`src/common/cuPkg.sv`:
```
`default_nettype none

package cuPkg;

    // Field widths fixed by the RV64I encoding
    localparam int regAddrW = 5;
    localparam int opcodeW  = 7;
    localparam int funct3W  = 3;
    localparam int funct7W  = 7;

    typedef logic [regAddrW-1:0] regAddrT;
    typedef logic [opcodeW-1:0]  opcodeT;
    typedef logic [funct3W-1:0]  funct3T;
    typedef logic [funct7W-1:0]  funct7T;
    typedef logic [3:0]          alucT;    // ALU operation
    typedef logic [2:0]          immTypeT; // Immediate format
    typedef logic [2:0]          bTypeT;   // {isBranch, funct3[2], funct3[0]}
    typedef logic [1:0]          fwdSelT;  // ID operand source
    typedef logic [1:0]          pcSelT;   // Next PC source

    // ALU codes
    localparam alucT aluAdd = 4'h0;
    localparam alucT aluSub = 4'h1;
    localparam alucT aluAnd = 4'h2;
    localparam alucT aluOr  = 4'h3;
    localparam alucT aluXor = 4'h4;
    localparam alucT aluSll = 4'h5;
    localparam alucT aluSrl = 4'h6;
    localparam alucT aluSra = 4'h7;
    localparam alucT aluLui = 4'hB; // Pass immediate through

    // Immediate formats
    localparam immTypeT immI = 3'h0;
    localparam immTypeT immS = 3'h1;
    localparam immTypeT immB = 3'h2;
    localparam immTypeT immU = 3'h3;
    localparam immTypeT immJ = 3'h4;

    // Resolvable branch types, MSB set
    localparam bTypeT bTypeBeq = 3'h4;
    localparam bTypeT bTypeBne = 3'h5;
    localparam bTypeT bTypeBlt = 3'h6; // Also BLTU
    localparam bTypeT bTypeBge = 3'h7; // Also BGEU

    // Forward selects
    localparam fwdSelT fwdRegFile = 2'h0;
    localparam fwdSelT fwdExeAlu  = 2'h1;
    localparam fwdSelT fwdMemAlu  = 2'h2;
    localparam fwdSelT fwdMemLoad = 2'h3;

    // Next PC selects
    localparam pcSelT pcPlus4  = 2'h0;
    localparam pcSelT pcJump   = 2'h1;
    localparam pcSelT pcBranch = 2'h2;

    // Kept opcode classes
    localparam opcodeT opRegArith = 7'b0110011;
    localparam opcodeT opImmArith = 7'b0010011;
    localparam opcodeT opBranch   = 7'b1100011;
    localparam opcodeT opLoad     = 7'b0000011;
    localparam opcodeT opStore    = 7'b0100011;
    localparam opcodeT opLui      = 7'b0110111;
    localparam opcodeT opAuipc    = 7'b0010111;
    localparam opcodeT opJal      = 7'b1101111;
    localparam opcodeT opJalr     = 7'b1100111;

    // Instruction word, laid out as in the ISA
    typedef struct packed {
        funct7T  funct7;
        regAddrT rs2;
        regAddrT rs1;
        funct3T  funct3;
        regAddrT rd;
        opcodeT  opcode;
    } instFieldsT;

    typedef struct packed {
        logic       aSel;       // ALU A: rs1 or PC
        logic [1:0] bSel;       // ALU B: rs2, imm or link
        alucT       aluc;
        logic       rSel;       // Result: ALU or comparator
        logic       signedComp;
        immTypeT    immType;
        bTypeT      bType;
        logic       isJalr;
    } exeCtrlT;

    typedef struct packed {
        logic wmem;
        logic m2reg;
        logic wreg;
    } wbCtrlT;

    // What EXE and MEM report back to ID
    typedef struct packed {
        regAddrT rd;
        logic    wreg;
        logic    m2reg;
        bTypeT   bType;
    } stageTagT;

endpackage

`default_nettype wire
```
`src/rtl/controlUnitTop.sv`:
```
`default_nettype none
`timescale 1ns/1ps

module controlUnitTop import cuPkg::*; (
    input  logic       clk,
    input  logic       rstN,
    input  instFieldsT inst,
    input  logic       eq,
    input  logic       lt,
    output exeCtrlT    exeCtrl,
    output wbCtrlT     wbCtrl,
    output pcSelT      pcSel,
    output fwdSelT     qaSel,
    output fwdSelT     qbSel,
    output logic       pcStall,
    output logic       ifidStall,
    output logic       instNop
);

    wbCtrlT     rawWb;
    pcSelT      rawPcSel;
    logic [1:0] srcUsed;
    logic [1:0] loadUseHit;
    logic       kill;
    regAddrT    srcReg [2];
    fwdSelT     fwdSel [2];
    stageTagT   idTag;
    stageTagT   exeTag;
    stageTagT   memTag;

    instDecoder uDecoder (
        .inst     (inst),
        .exeCtrl  (exeCtrl),
        .rawWb    (rawWb),
        .rawPcSel (rawPcSel),
        .srcUsed  (srcUsed)
    );

    assign srcReg[0] = inst.rs1;
    assign srcReg[1] = inst.rs2;

    // One forwarding slice per source operand
    for (genvar i = 0; i < 2; i++) begin : gFwd
        operandForward uFwd (
            .src        (srcReg[i]),
            .used       (srcUsed[i]),
            .exeTag     (exeTag),
            .memTag     (memTag),
            .fwdSel     (fwdSel[i]),
            .loadUseHit (loadUseHit[i])
        );
    end

    assign qaSel = fwdSel[0];
    assign qbSel = fwdSel[1];

    hazardControl uHazard (
        .rawWb      (rawWb),
        .rawPcSel   (rawPcSel),
        .loadUseHit (loadUseHit),
        .exeBType   (exeTag.bType),
        .eq         (eq),
        .lt         (lt),
        .wbCtrl     (wbCtrl),
        .pcSel      (pcSel),
        .pcStall    (pcStall),
        .ifidStall  (ifidStall),
        .instNop    (instNop),
        .kill       (kill)
    );

    // Final enables, so a killed instruction never forwards
    assign idTag = '{rd: inst.rd, wreg: wbCtrl.wreg, m2reg: wbCtrl.m2reg, bType: exeCtrl.bType};

    stageTracker uTracker (
        .clk    (clk),
        .rstN   (rstN),
        .kill   (kill),
        .idTag  (idTag),
        .exeTag (exeTag),
        .memTag (memTag)
    );

endmodule

`default_nettype wire

```
`src/rtl/stageTracker.sv`:
```
`default_nettype none
`timescale 1ns/1ps

module stageTracker import cuPkg::*; (
    input  logic     clk,
    input  logic     rstN,
    input  logic     kill,   // Flush or stall in ID
    input  stageTagT idTag,
    output stageTagT exeTag,
    output stageTagT memTag
);

    stageTagT nextExe;

    // Bubble has no write and no branch
    assign nextExe = kill ? stageTagT'('0) : idTag;

    always_ff @(posedge clk or negedge rstN) begin
        if (!rstN) begin
            exeTag <= '0;
            memTag <= '0;
        end else begin
            exeTag <= nextExe;
            memTag <= exeTag; // EXE always advances
        end
    end

endmodule

`default_nettype wire

```
`src/hazard/hazardControl.sv`:
```
`default_nettype none
`timescale 1ns/1ps

module hazardControl import cuPkg::*; (
    input  wbCtrlT     rawWb,
    input  pcSelT      rawPcSel,
    input  logic [1:0] loadUseHit, // {rs2, rs1}
    input  bTypeT      exeBType,
    input  logic       eq,         // EXE comparator
    input  logic       lt,
    output wbCtrlT     wbCtrl,
    output pcSelT      pcSel,
    output logic       pcStall,
    output logic       ifidStall,
    output logic       instNop,
    output logic       kill        // ID instruction becomes a bubble
);

    logic taken;
    logic stall;

    // Resolve the branch sitting in EXE
    always_comb begin
        case (exeBType)
            bTypeBeq: taken = eq;
            bTypeBne: taken = !eq;
            bTypeBlt: taken = lt;
            bTypeBge: taken = !lt;
            default:  taken = 1'b0; // Not a branch
        endcase
    end

    assign stall = |loadUseHit && !taken; // Flush beats stall

    always_comb begin
        wbCtrl = rawWb;
        pcSel  = rawPcSel;
        if (taken) begin
            wbCtrl.wreg = 1'b0;
            wbCtrl.wmem = 1'b0;
            pcSel       = pcBranch;
        end else if (stall) begin
            wbCtrl.wreg = 1'b0; // Retried next cycle
            wbCtrl.wmem = 1'b0;
        end
    end

    assign instNop   = taken;
    assign pcStall   = stall;
    assign ifidStall = stall;
    assign kill      = taken || stall;

endmodule

`default_nettype wire

```
`src/hazard/operandForward.sv`:
```
`default_nettype none
`timescale 1ns/1ps

module operandForward import cuPkg::*; (
    input  regAddrT  src,
    input  logic     used,   // Source actually read by the instruction
    input  stageTagT exeTag,
    input  stageTagT memTag,
    output fwdSelT   fwdSel,
    output logic     loadUseHit
);

    logic exeMatch;
    logic memMatch;

    // rd 0 is hardwired, never a producer
    assign exeMatch = exeTag.wreg && (exeTag.rd != '0) && (exeTag.rd == src);
    assign memMatch = memTag.wreg && (memTag.rd != '0) && (memTag.rd == src);

    always_comb begin
        if (exeMatch && !exeTag.m2reg) begin
            fwdSel = fwdExeAlu; // Youngest producer wins
        end else if (memMatch) begin
            fwdSel = memTag.m2reg ? fwdMemLoad : fwdMemAlu;
        end else begin
            fwdSel = fwdRegFile;
        end
    end

    // Load data not ready until MEM
    assign loadUseHit = used && exeMatch && exeTag.m2reg;

endmodule

`default_nettype wire

```
`src/decode/instDecoder.sv`:
```
`default_nettype none
`timescale 1ns/1ps

module instDecoder import cuPkg::*; (
    input  instFieldsT inst,
    output exeCtrlT    exeCtrl,
    output wbCtrlT     rawWb,
    output pcSelT      rawPcSel,
    output logic [1:0] srcUsed // {rs2, rs1}
);

    logic isBranch;

    // Shared funct3 table for register and immediate arithmetic
    function automatic exeCtrlT arithCtrl(exeCtrlT base, funct3T f3, logic alt, logic allowSub);
        exeCtrlT c;
        c = base;
        case (f3)
            3'b000: c.aluc = (alt && allowSub) ? aluSub : aluAdd; // ADD, SUB, ADDI
            3'b111: c.aluc = aluAnd;
            3'b110: c.aluc = aluOr;
            3'b100: c.aluc = aluXor;
            3'b001: c.aluc = aluSll;
            3'b101: c.aluc = alt ? aluSra : aluSrl; // funct7[5] picks arithmetic
            3'b010: begin // SLT, SLTI
                c.rSel       = 1'b1;
                c.signedComp = 1'b1;
            end
            default: begin // SLTU, SLTIU
                c.rSel       = 1'b1;
                c.signedComp = 1'b0;
            end
        endcase
        return c;
    endfunction

    always_comb begin
        exeCtrl  = '0; // NOP unless overridden
        rawWb    = '0;
        rawPcSel = pcPlus4;
        srcUsed  = 2'b00;
        isBranch = 1'b0;
        case (inst.opcode)
            opRegArith: begin
                rawWb.wreg = 1'b1;
                srcUsed    = 2'b11;
                exeCtrl    = arithCtrl(exeCtrl, inst.funct3, inst.funct7[5], 1'b1);
            end
            opImmArith: begin
                exeCtrl.bSel    = 2'h1; // Immediate
                exeCtrl.immType = immI;
                rawWb.wreg      = 1'b1;
                srcUsed         = 2'b01;
                exeCtrl         = arithCtrl(exeCtrl, inst.funct3, inst.funct7[5], 1'b0);
            end
            opBranch: begin
                exeCtrl.aSel    = 1'b1; // PC + imm target
                exeCtrl.bSel    = 2'h1;
                exeCtrl.aluc    = aluAdd;
                exeCtrl.immType = immB;
                isBranch        = 1'b1;
                srcUsed         = 2'b11;
                case (inst.funct3)
                    3'b100, 3'b101: exeCtrl.signedComp = 1'b1; // BLT, BGE
                    default:        exeCtrl.signedComp = 1'b0; // BEQ, BNE, unsigned
                endcase
            end
            opLoad: begin
                exeCtrl.bSel    = 2'h1;
                exeCtrl.aluc    = aluAdd; // Address calc
                exeCtrl.immType = immI;
                rawWb.m2reg     = 1'b1;
                rawWb.wreg      = 1'b1;
                srcUsed         = 2'b01;
            end
            opStore: begin
                exeCtrl.bSel    = 2'h1;
                exeCtrl.aluc    = aluAdd;
                exeCtrl.immType = immS;
                rawWb.wmem      = 1'b1;
                srcUsed         = 2'b11; // rs2 is store data
            end
            opLui: begin
                exeCtrl.bSel    = 2'h1;
                exeCtrl.aluc    = aluLui;
                exeCtrl.immType = immU;
                rawWb.wreg      = 1'b1;
            end
            opAuipc: begin
                exeCtrl.aSel    = 1'b1;
                exeCtrl.bSel    = 2'h1;
                exeCtrl.aluc    = aluAdd;
                exeCtrl.immType = immU;
                rawWb.wreg      = 1'b1;
            end
            opJal: begin
                exeCtrl.aSel    = 1'b1;
                exeCtrl.bSel    = 2'h2; // PC + 4 link value
                exeCtrl.aluc    = aluAdd;
                exeCtrl.immType = immJ;
                rawWb.wreg      = 1'b1;
                rawPcSel        = pcJump;
            end
            opJalr: begin
                exeCtrl.aSel    = 1'b1;
                exeCtrl.bSel    = 2'h2;
                exeCtrl.aluc    = aluAdd;
                exeCtrl.immType = immI;
                exeCtrl.isJalr  = 1'b1; // Target from rs1
                rawWb.wreg      = 1'b1;
                rawPcSel        = pcJump;
                srcUsed         = 2'b01;
            end
            default: begin
                // FENCE, ECALL, EBREAK, W opcodes and unknowns stay a NOP
                isBranch = 1'b0;
            end
        endcase
        exeCtrl.bType = {isBranch, inst.funct3[2], inst.funct3[0]};
    end

endmodule

`default_nettype wire

```
`config.mk`:
```
export PLATFORM = sky130hd
export DESIGN_NAME = controlUnitTop
export DESIGN_NICKNAME = d
export VERILOG_FILES = /design/src/common/cuPkg.sv /design/src/rtl/controlUnitTop.sv /design/src/rtl/stageTracker.sv /design/src/hazard/hazardControl.sv /design/src/hazard/operandForward.sv /design/src/decode/instDecoder.sv
export SDC_FILE = /design/constraint.sdc
export NUM_CORES = 1
export LEC_CHECK = 0
export BUFFER_PORTS_ARGS = -buffer_cell sky130_fd_sc_hd__buf_2
export CAP_MARGIN = 25
export CORE_MARGIN = 5
export CORE_UTILIZATION = 50
export DETAILED_ROUTE_END_ITERATION = 7
export HOLD_SLACK_MARGIN = 0.05
export PLACE_DENSITY = 0.82
export SLEW_MARGIN = 10
export SYNTH_ARGS = -nofsm -noshare
export SYNTH_HDL_FRONTEND = slang
export SYNTH_SLANG_ARGS = --single-unit
```
`constraint.sdc`:
```
create_clock -name clk -period 5.15 [get_ports clk]
set_clock_uncertainty 0.1 [all_clocks]
set_input_delay 1.03 -clock clk [delete_from_list [all_inputs] [get_ports clk]]
set_output_delay 1.03 -clock clk [all_outputs]
set_load 0.05 [all_outputs]
```
==> run summary, run 1 <==
The run finished with clean final reports. In this run, distinct cell masters in the synthesized netlist total 35. The smallest clock period supported by the final layout is computed as 3659 ps.

The run gives 19.04% as the all-layer global routing usage. The fraction of power spent switching nets came out at 30.41%. The final HPWL from detailed placement is 2698 um, and the detailed-route wire length on metal 1 is 1397 um. The run gives 0 as the max-slew violation total from the final report.

For the number of hold buffers added after CTS, the log shows 0. The share of the clock period used by the worst path is 71.05%, and the wire length of the first global-routing pass is 5554 um. In this run the worst hold path is classified as reg2reg. For the worst setup path, the data arrival time is 2530 ps. For this run, the detailed router's first-pass iteration total came to 4. The tools report the data required time at the worst endpoint as 4020 ps. The area growth from synthesis to layout was 21.17%. The number of hold violations in the final report is 0, and the wire length on met3 is 267 um. For this design the ratio of total power to cell area is 177.1 nW/um2.

For this run the aggregate overflow at the end of global routing stands at 0. The number of I/O port buffers is 57, and the register share of total power is 51.0%. The logs give 0 for the number of antenna violations at the first check in global routing and 198.6 uW for the internal power of the cells. The run gives 64 as the count of boundary I/O pins. The amount of wire on met2 after detailed routing came out at 1704 um. The floorplan step defined a core boundary enclosing 2500 um2. In the post-synthesis netlist, the biggest area contributors are sky130_fd_sc_hd__dfrtp_1 (32%), sky130_fd_sc_hd__xnor2_1 (11%), sky130_fd_sc_hd__nor4b_2 (7.9%). Clock-pin slew was measured on the worst setup and hold paths at 100 ps. In this run the deepest clock path goes through 2 buffers. Synthesis inferred 17 register bits. The number of H-tree levels is 1. The run gives 3 as the number of buffers created by CTS. Once routing completed, OpenROAD measured the worst setup slack at 1491 ps. The maximum achievable frequency came out at 273.3 MHz. The net switching component of the power was 86.79 uW; the final count of negative-setup-slack endpoints was 0. The critical path is of the in2out type. Measured against its own limit, the worst slew margin works out to 55.42%. IR analysis of the VDD net gives a maximum drop of 159.0 uV.

The cell area that synthesis handed to floorplanning was 1330 um2. The vias after detailed routing is 1,260, and the worst slack after detailed placement is 1504 ps. Averaged over all synthesized cells, the footprint is 9.236 um2.

The run gives 0 as the final antenna diode count. Once the clock tree was built, the resizer swapped 0 gates to a different size. The run gives 180 as the net count of the mapped netlist. For this run, the register share of the synthesized area comes to 31.98%. For the post-route core utilization, the log shows 64.46%. The clock net in this run drives a total of 17 sinks. Of all cell types, the one taking the most synthesized area is sky130_fd_sc_hd__dfrtp_1. The static leakage is 0.0007861 uW, and the remaining routing DRC violations is 0.

The detailed router's first-iteration violation count is 52. TritonCTS built the clock tree. The top cell type's share of synthesized area was 31.98%; the row count was 18.

The post-CTS setup-driven buffer insertion count was 0. After detailed routing, the number of vias per cell comes to 5.625. The die height was 61.58 um; the via count of the first global-routing pass was 1,253. For the layout net count, the log shows 231. For the pin with the worst max-slew slack, the measured transition is 668.8 ps.

The top cell types in the final layout, fill and taps aside, are sky130_fd_sc_hd__buf_2 (57), sky130_fd_sc_hd__xnor2_1 (17), sky130_fd_sc_hd__dfrtp_1 (17). Across the run, the number of max-cap violations was 0. The clock network power share was 24.4%; the wire length after detailed routing was 3414 um. Along the worst path, the maximum fanout reaches 13. The effective utilization at floorplan is 53.20%.

Of the cells placed in the final design, the portion with a size suffix greater than 1 is 38.66%. During synthesis, Yosys emitted a total of 0 warnings. STA classifies the critical path startpoint as an input pin.

Top layer used by detailed routing: met4. Setup total negative slack on the finished layout was measured at 0 ps. The congestion estimate from routability-driven global placement came to 0.8336.

In this run, the combinational gates consume 24.6% of the power. After detailed routing, the average wire length per cell comes to 15.24 um. The clock reaches the later pin of the worst-skew pair after 290 ps.

The die width is 61.58 um, and the cell count after synthesis is 144. STA classifies the critical path endpoint as an output pin. The floorplan step defined a die boundary enclosing 3791 um2.

Setup repair after global routing left no endpoint under its margin. Leaving out fill and tap cells, the most frequent cell in the layout is sky130_fd_sc_hd__buf_2. Entering global routing, the biggest net connects 18 pins.

Hold slack: 349.0 ps. The tree is rooted in a sky130_fd_sc_hd__clkbuf_4. The count of nets left with antenna violations once routing finished came out at 0.
power groups by stage:
stage / Combinational, uW / Sequential, uW / Clock, uW
floorplan: 45.5 / 146 / 0
global placement: 67.1 / 148 / 0
detailed placement: 69.9 / 148 / 0
CTS: 70.3 / 146 / 70.9
global route: 77.4 / 147 / 77.2
finish: 70.2 / 146 / 69.6
routing by layer:
| metal | up-vias | track usage (%) |
|---|---|---|
| li1 | 618 | - |
| met1 | 586 | 25.03 |
| met2 | 50 | 31.54 |
| met3 | 6 | 3.983 |
| met4 | 0 | 5.455 |
| met5 | - | 0 |
registers in the layout (all words and copies together), names as in the netlist:
register         count
uTracker.exeTag     10
uTracker.memTag      7
path summary, 6_finish.rpt:
path | start | end | slack (ps) | depth (start not counted)
setup / recovery | inst[3] | pcStall | 1490 | 7
hold / removal | uTracker.exeTag[3] | uTracker.memTag[3] | 350 | 0
setup reg to reg | uTracker.exeTag[5] | uTracker.exeTag[6] | 3150 | 5
hold reg to reg | uTracker.exeTag[3] | uTracker.memTag[3] | 350 | 0
max in group asynchronous | rstN | uTracker.memTag[4] | 4130 | 1
min in group asynchronous | rstN | uTracker.exeTag[9] | 540 | 1
synthesized netlist by cell type:
cell	instances
sky130_fd_sc_hd__nand2_1	7
sky130_fd_sc_hd__nand4b_1	1
sky130_fd_sc_hd__nor2_1	11
sky130_fd_sc_hd__a2111oi_0	2
sky130_fd_sc_hd__nor3_1	6
sky130_fd_sc_hd__or4_4	1
sky130_fd_sc_hd__o211ai_2	1
sky130_fd_sc_hd__o21a_1	1
sky130_fd_sc_hd__nor3b_1	2
sky130_fd_sc_hd__o21ai_0	6
sky130_fd_sc_hd__clkbuf_1	2
sky130_fd_sc_hd__nor4_1	2
sky130_fd_sc_hd__mux2i_1	1
sky130_fd_sc_hd__or3_1	2
sky130_fd_sc_hd__xor2_1	4
sky130_fd_sc_hd__buf_2	4
sky130_fd_sc_hd__inv_1	4
sky130_fd_sc_hd__a2bb2oi_1	3
sky130_fd_sc_hd__nand4_1	3
sky130_fd_sc_hd__a21o_1	4
sky130_fd_sc_hd__nor4_2	4
sky130_fd_sc_hd__or4_1	1
sky130_fd_sc_hd__nand3_1	6
sky130_fd_sc_hd__nor4b_2	7
sky130_fd_sc_hd__a21oi_1	5
sky130_fd_sc_hd__xnor2_1	17
sky130_fd_sc_hd__o21ai_1	1
sky130_fd_sc_hd__and2_1	2
sky130_fd_sc_hd__buf_6	1
sky130_fd_sc_hd__nand3b_1	1
sky130_fd_sc_hd__buf_4	6
sky130_fd_sc_hd__and3b_1	2
sky130_fd_sc_hd__dfrtp_1	17
sky130_fd_sc_hd__nor4b_1	3
sky130_fd_sc_hd__nor2b_1	4
critical path: stages:
cell and delay, ps:
sky130_fd_sc_hd__buf_2 140, sky130_fd_sc_hd__and3b_1 300, sky130_fd_sc_hd__o21ai_1 110, sky130_fd_sc_hd__nor4_2 170
sky130_fd_sc_hd__buf_4 280, sky130_fd_sc_hd__a2bb2oi_1 210, sky130_fd_sc_hd__buf_2 290
kinds of logic (layout without fill, tap and decap cells):
logic type / after synthesis / in the layout / share of synthesized area (%)
multiplexers: 1 / 1 / 0.7526
buffers and inverters: 17 / 67 / 7.431
AO/OA/AOI/OAI: 23 / 23 / 11.57
XOR/XNOR: 21 / 21 / 13.83
AND/OR/NAND/NOR: 65 / 65 / 34.43
flip-flops: 17 / 17 / 31.99
stage by stage:
stage	total power, uW	instances	instance area (um2)
6_report	285.4	224	1612
5_1_grt	301.3	224	1612
4_1_cts	286.7	224	1612
3_5_place_dp	218.2	220	1585
3_3_place_gp	214.7	220	1585
2_1_floorplan	191.9	144	1331
cell type report:
| type | instances | area [um2] |
|---|---|---|
| Inverter | 4 | 15.01 |
| Sequential cell | 17 | 425.4 |
| Tap cell | 30 | 37.54 |
| Timing Repair Buffer | 59 | 300.3 |
| Fill cell | 232 | 888.4 |
| Multi-Input combinational cell | 110 | 807.0 |
| Clock buffer | 4 | 26.28 |
Note: power is estimated with default switching activity, not from simulation.
==> run 2, diff against run 1 <==
Settings changed: CORE_UTILIZATION 50 to 42, PLACE_DENSITY 0.82 to 0.73.
Clock period 5.15 ns to 3.1 ns, I/O delays scaled along.
==> run 2 against run 1 <==
Against the previous run: power grew 67%; non-clock buffer count grew 2; sequential power grew 66%; register-to-register slack lost 2000 ps; largest cell class unchanged; combinational power grew 72%; critical endpoint is now wbCtrl[2]; cell count grew 7.1%; largest power group unchanged.
==> run summary, run 2 (synthesized netlist as in run 1, its figures left out) <==
The sum of overflow across all layers after global routing was 0; the maximum clock path buffer count was 2. VDD sags by at most 145.5 uV. Via count of the first global-routing pass: 1,235. The area growth from synthesis to layout is 29.63%.

The routed design has 3390 um of wire. The run gives 20 as the row count. The run gives 4 as the iteration count of the initial detailed-routing pass. The class of the tightest hold or removal check is in2async.

The tightest hold path in the finished design has a slack of 136.7 ps. The number of cells on the worst reg-to-reg path is 5. For the effective utilization at floorplan, the log shows 43.57%. Once the clock tree was built, the setup fixing pass inserted 0 buffers. Clock transition at the registers of the reported paths: 90 ps.

Together, buffers and inverters on the worst path number 2. In the final layout, the registers with the most flip-flops are uTracker.exeTag x10, uTracker.memTag x7. Data arrives at the worst endpoint at 2280 ps.

The slew at the pin closest to its max-slew limit works out to 387.0 ps. STA classifies the critical path endpoint as an output pin. Routability-driven placement finished with a final weighted congestion of 0.8708. The finished cells cover 1724 um2.

The type of the worst setup path was reg2out. In this run the static leakage power is 0.0008202 uW. Commonest non-fill, non-tap cell in the layout: sky130_fd_sc_hd__buf_2. Counting every sink on the clock net gives 17.

The fraction of final layout cells with drive strength greater than 1 works out to 41.33%. The areal power density over the cells is 276.7 nW/um2, and the remaining routing DRC violations is 0. The register with the most flip-flops in the layout has 10 of them. The placed instance count was 236. The max-slew violation total from the final report was 0. The top register by number of flip-flops was uTracker.exeTag.

The gate family responsible for the most delay along the worst path was simple AND/OR/NAND/NOR gates. Headroom to the max-slew limit came out at 74.20%. The tools report the vias after detailed routing as 1,273. The number of hold violations in the final report is 0. The ratio of routed vias to standard cells was 5.304.

In this run the remaining antenna-violating nets after routing total 0. The tools report the number of antenna violations at the first check in global routing as 0. The top cell types in the final layout, fill and taps aside, are sky130_fd_sc_hd__buf_2 (56), sky130_fd_sc_hd__xnor2_1 (17), sky130_fd_sc_hd__dfrtp_1 (17).

The cell repeated most along the worst path was sky130_fd_sc_hd__nor4_4. In this run the number of cells on the critical path is 6. The core region is 3053 um2. The post-route minimum period came out at 3003 ps. The largest fanout on the critical path came out at 13. Detailed placement finished with a half-perimeter wire length of 2781 um. The count of buffers added on input and output ports is 57. In the global route stage, overall resource usage came out at 15.56%. Traced cell by cell, the critical path runs through or4_4, nor2_1, nor4_4, buf_4, nor4_4, buf_2.

CTS placed an instance of sky130_fd_sc_hd__clkbuf_4 at the clock tree root. The run finished with clean final reports. Setup violations remaining at the end of the flow were counted as 0. TritonCTS built the clock tree.

Once placement finished, the instance area stood at 1694 um2. 64 I/O pins were placed. STA puts the critical path data required time at 2380 ps. Entering global routing, the biggest net connects 18 pins. The worst setup path is launched from a register. Max-cap violations in this run came to 0. Buffers inserted to repair hold after CTS numbered 0. The die is 66.28 um wide. Highest cell delay on the worst timing path: 560 ps.

The finished layout holds 240 standard cells, fillers aside. The floorplan step set the die height to 66.28 um. For the final antenna diode count, the log shows 0.

The detailed-route wire length per cell is 14.13 um. The layout net count is 233. For the clock network latency to the later pin of the worst-skew pair, the log shows 280 ps.

The first global-routing pass estimated 5457 um of wire. Setup repair after global routing left no endpoint under its margin. In this run, post-CTS repair resized a total of 0 instances.

The detailed router's first-iteration violation count came out at 60. The number of buffers created by CTS was 3. The maximum achievable frequency was 333.0 MHz. In the finished design, the share of the clock period the worst path needs comes to 96.86%. The die covers 4392 um2. Among all stages on the critical path, the largest delay is contributed by sky130_fd_sc_hd__or4_4. The number of H-tree levels is 1.
run 2: layout make-up:
cell class | instances | area, um2
Timing Repair Buffer | 61 | 330.3
Tap cell | 44 | 55.05
Clock buffer | 3 | 22.52
Multi-Input combinational cell | 110 | 870.8
Fill cell | 296 | 1329
Inverter | 4 | 15.01
Clock inverter | 1 | 5.005
Sequential cell | 17 | 425.4
run 2: routing by layer:
metal  vias up  GRT usage, %  part of all wire, %
met3         0         2.551                  7.6
met5         -             0                    0
met2        56         27.01                   50
met1       596         20.50                   42
met4         0         2.284                    0
li1        621             -                    -
run 2: power breakdown:
part           total (uW)  switching [uW]  internal (uW)
Sequential            242            11.0            231
Combinational         121            69.6           51.2
Clock                 115            66.8           47.9
Total                 477             147            330
run 2: path summary, 6_finish.rpt:
check                                    from            endpoint  slack [ps]
setup / recovery           uTracker.exeTag[8]           wbCtrl[2]         100
hold / removal                           rstN  uTracker.exeTag[2]         140
setup reg to reg           uTracker.exeTag[8]  uTracker.exeTag[6]        1120
hold reg to reg            uTracker.exeTag[4]  uTracker.memTag[4]         370
max in group asynchronous                rstN  uTracker.memTag[9]        2500
min in group clk           uTracker.exeTag[4]  uTracker.memTag[4]         370
run 2: metrics by stage:
step | total power [uW] | worst slack [ps] | setup TNS (ps) | utilization, %
floorplan | 321.2 | -378.9 | -378.9 | -
global placement | 362.0 | 316.2 | 0 | 55.49
detailed placement | 366.6 | 289.6 | 0 | 55.49
CTS | 482.2 | 41.68 | 0 | 56.39
global route | 503.8 | 3.032 | 0 | 56.48
finish | 477.1 | 97.22 | 0 | 56.48
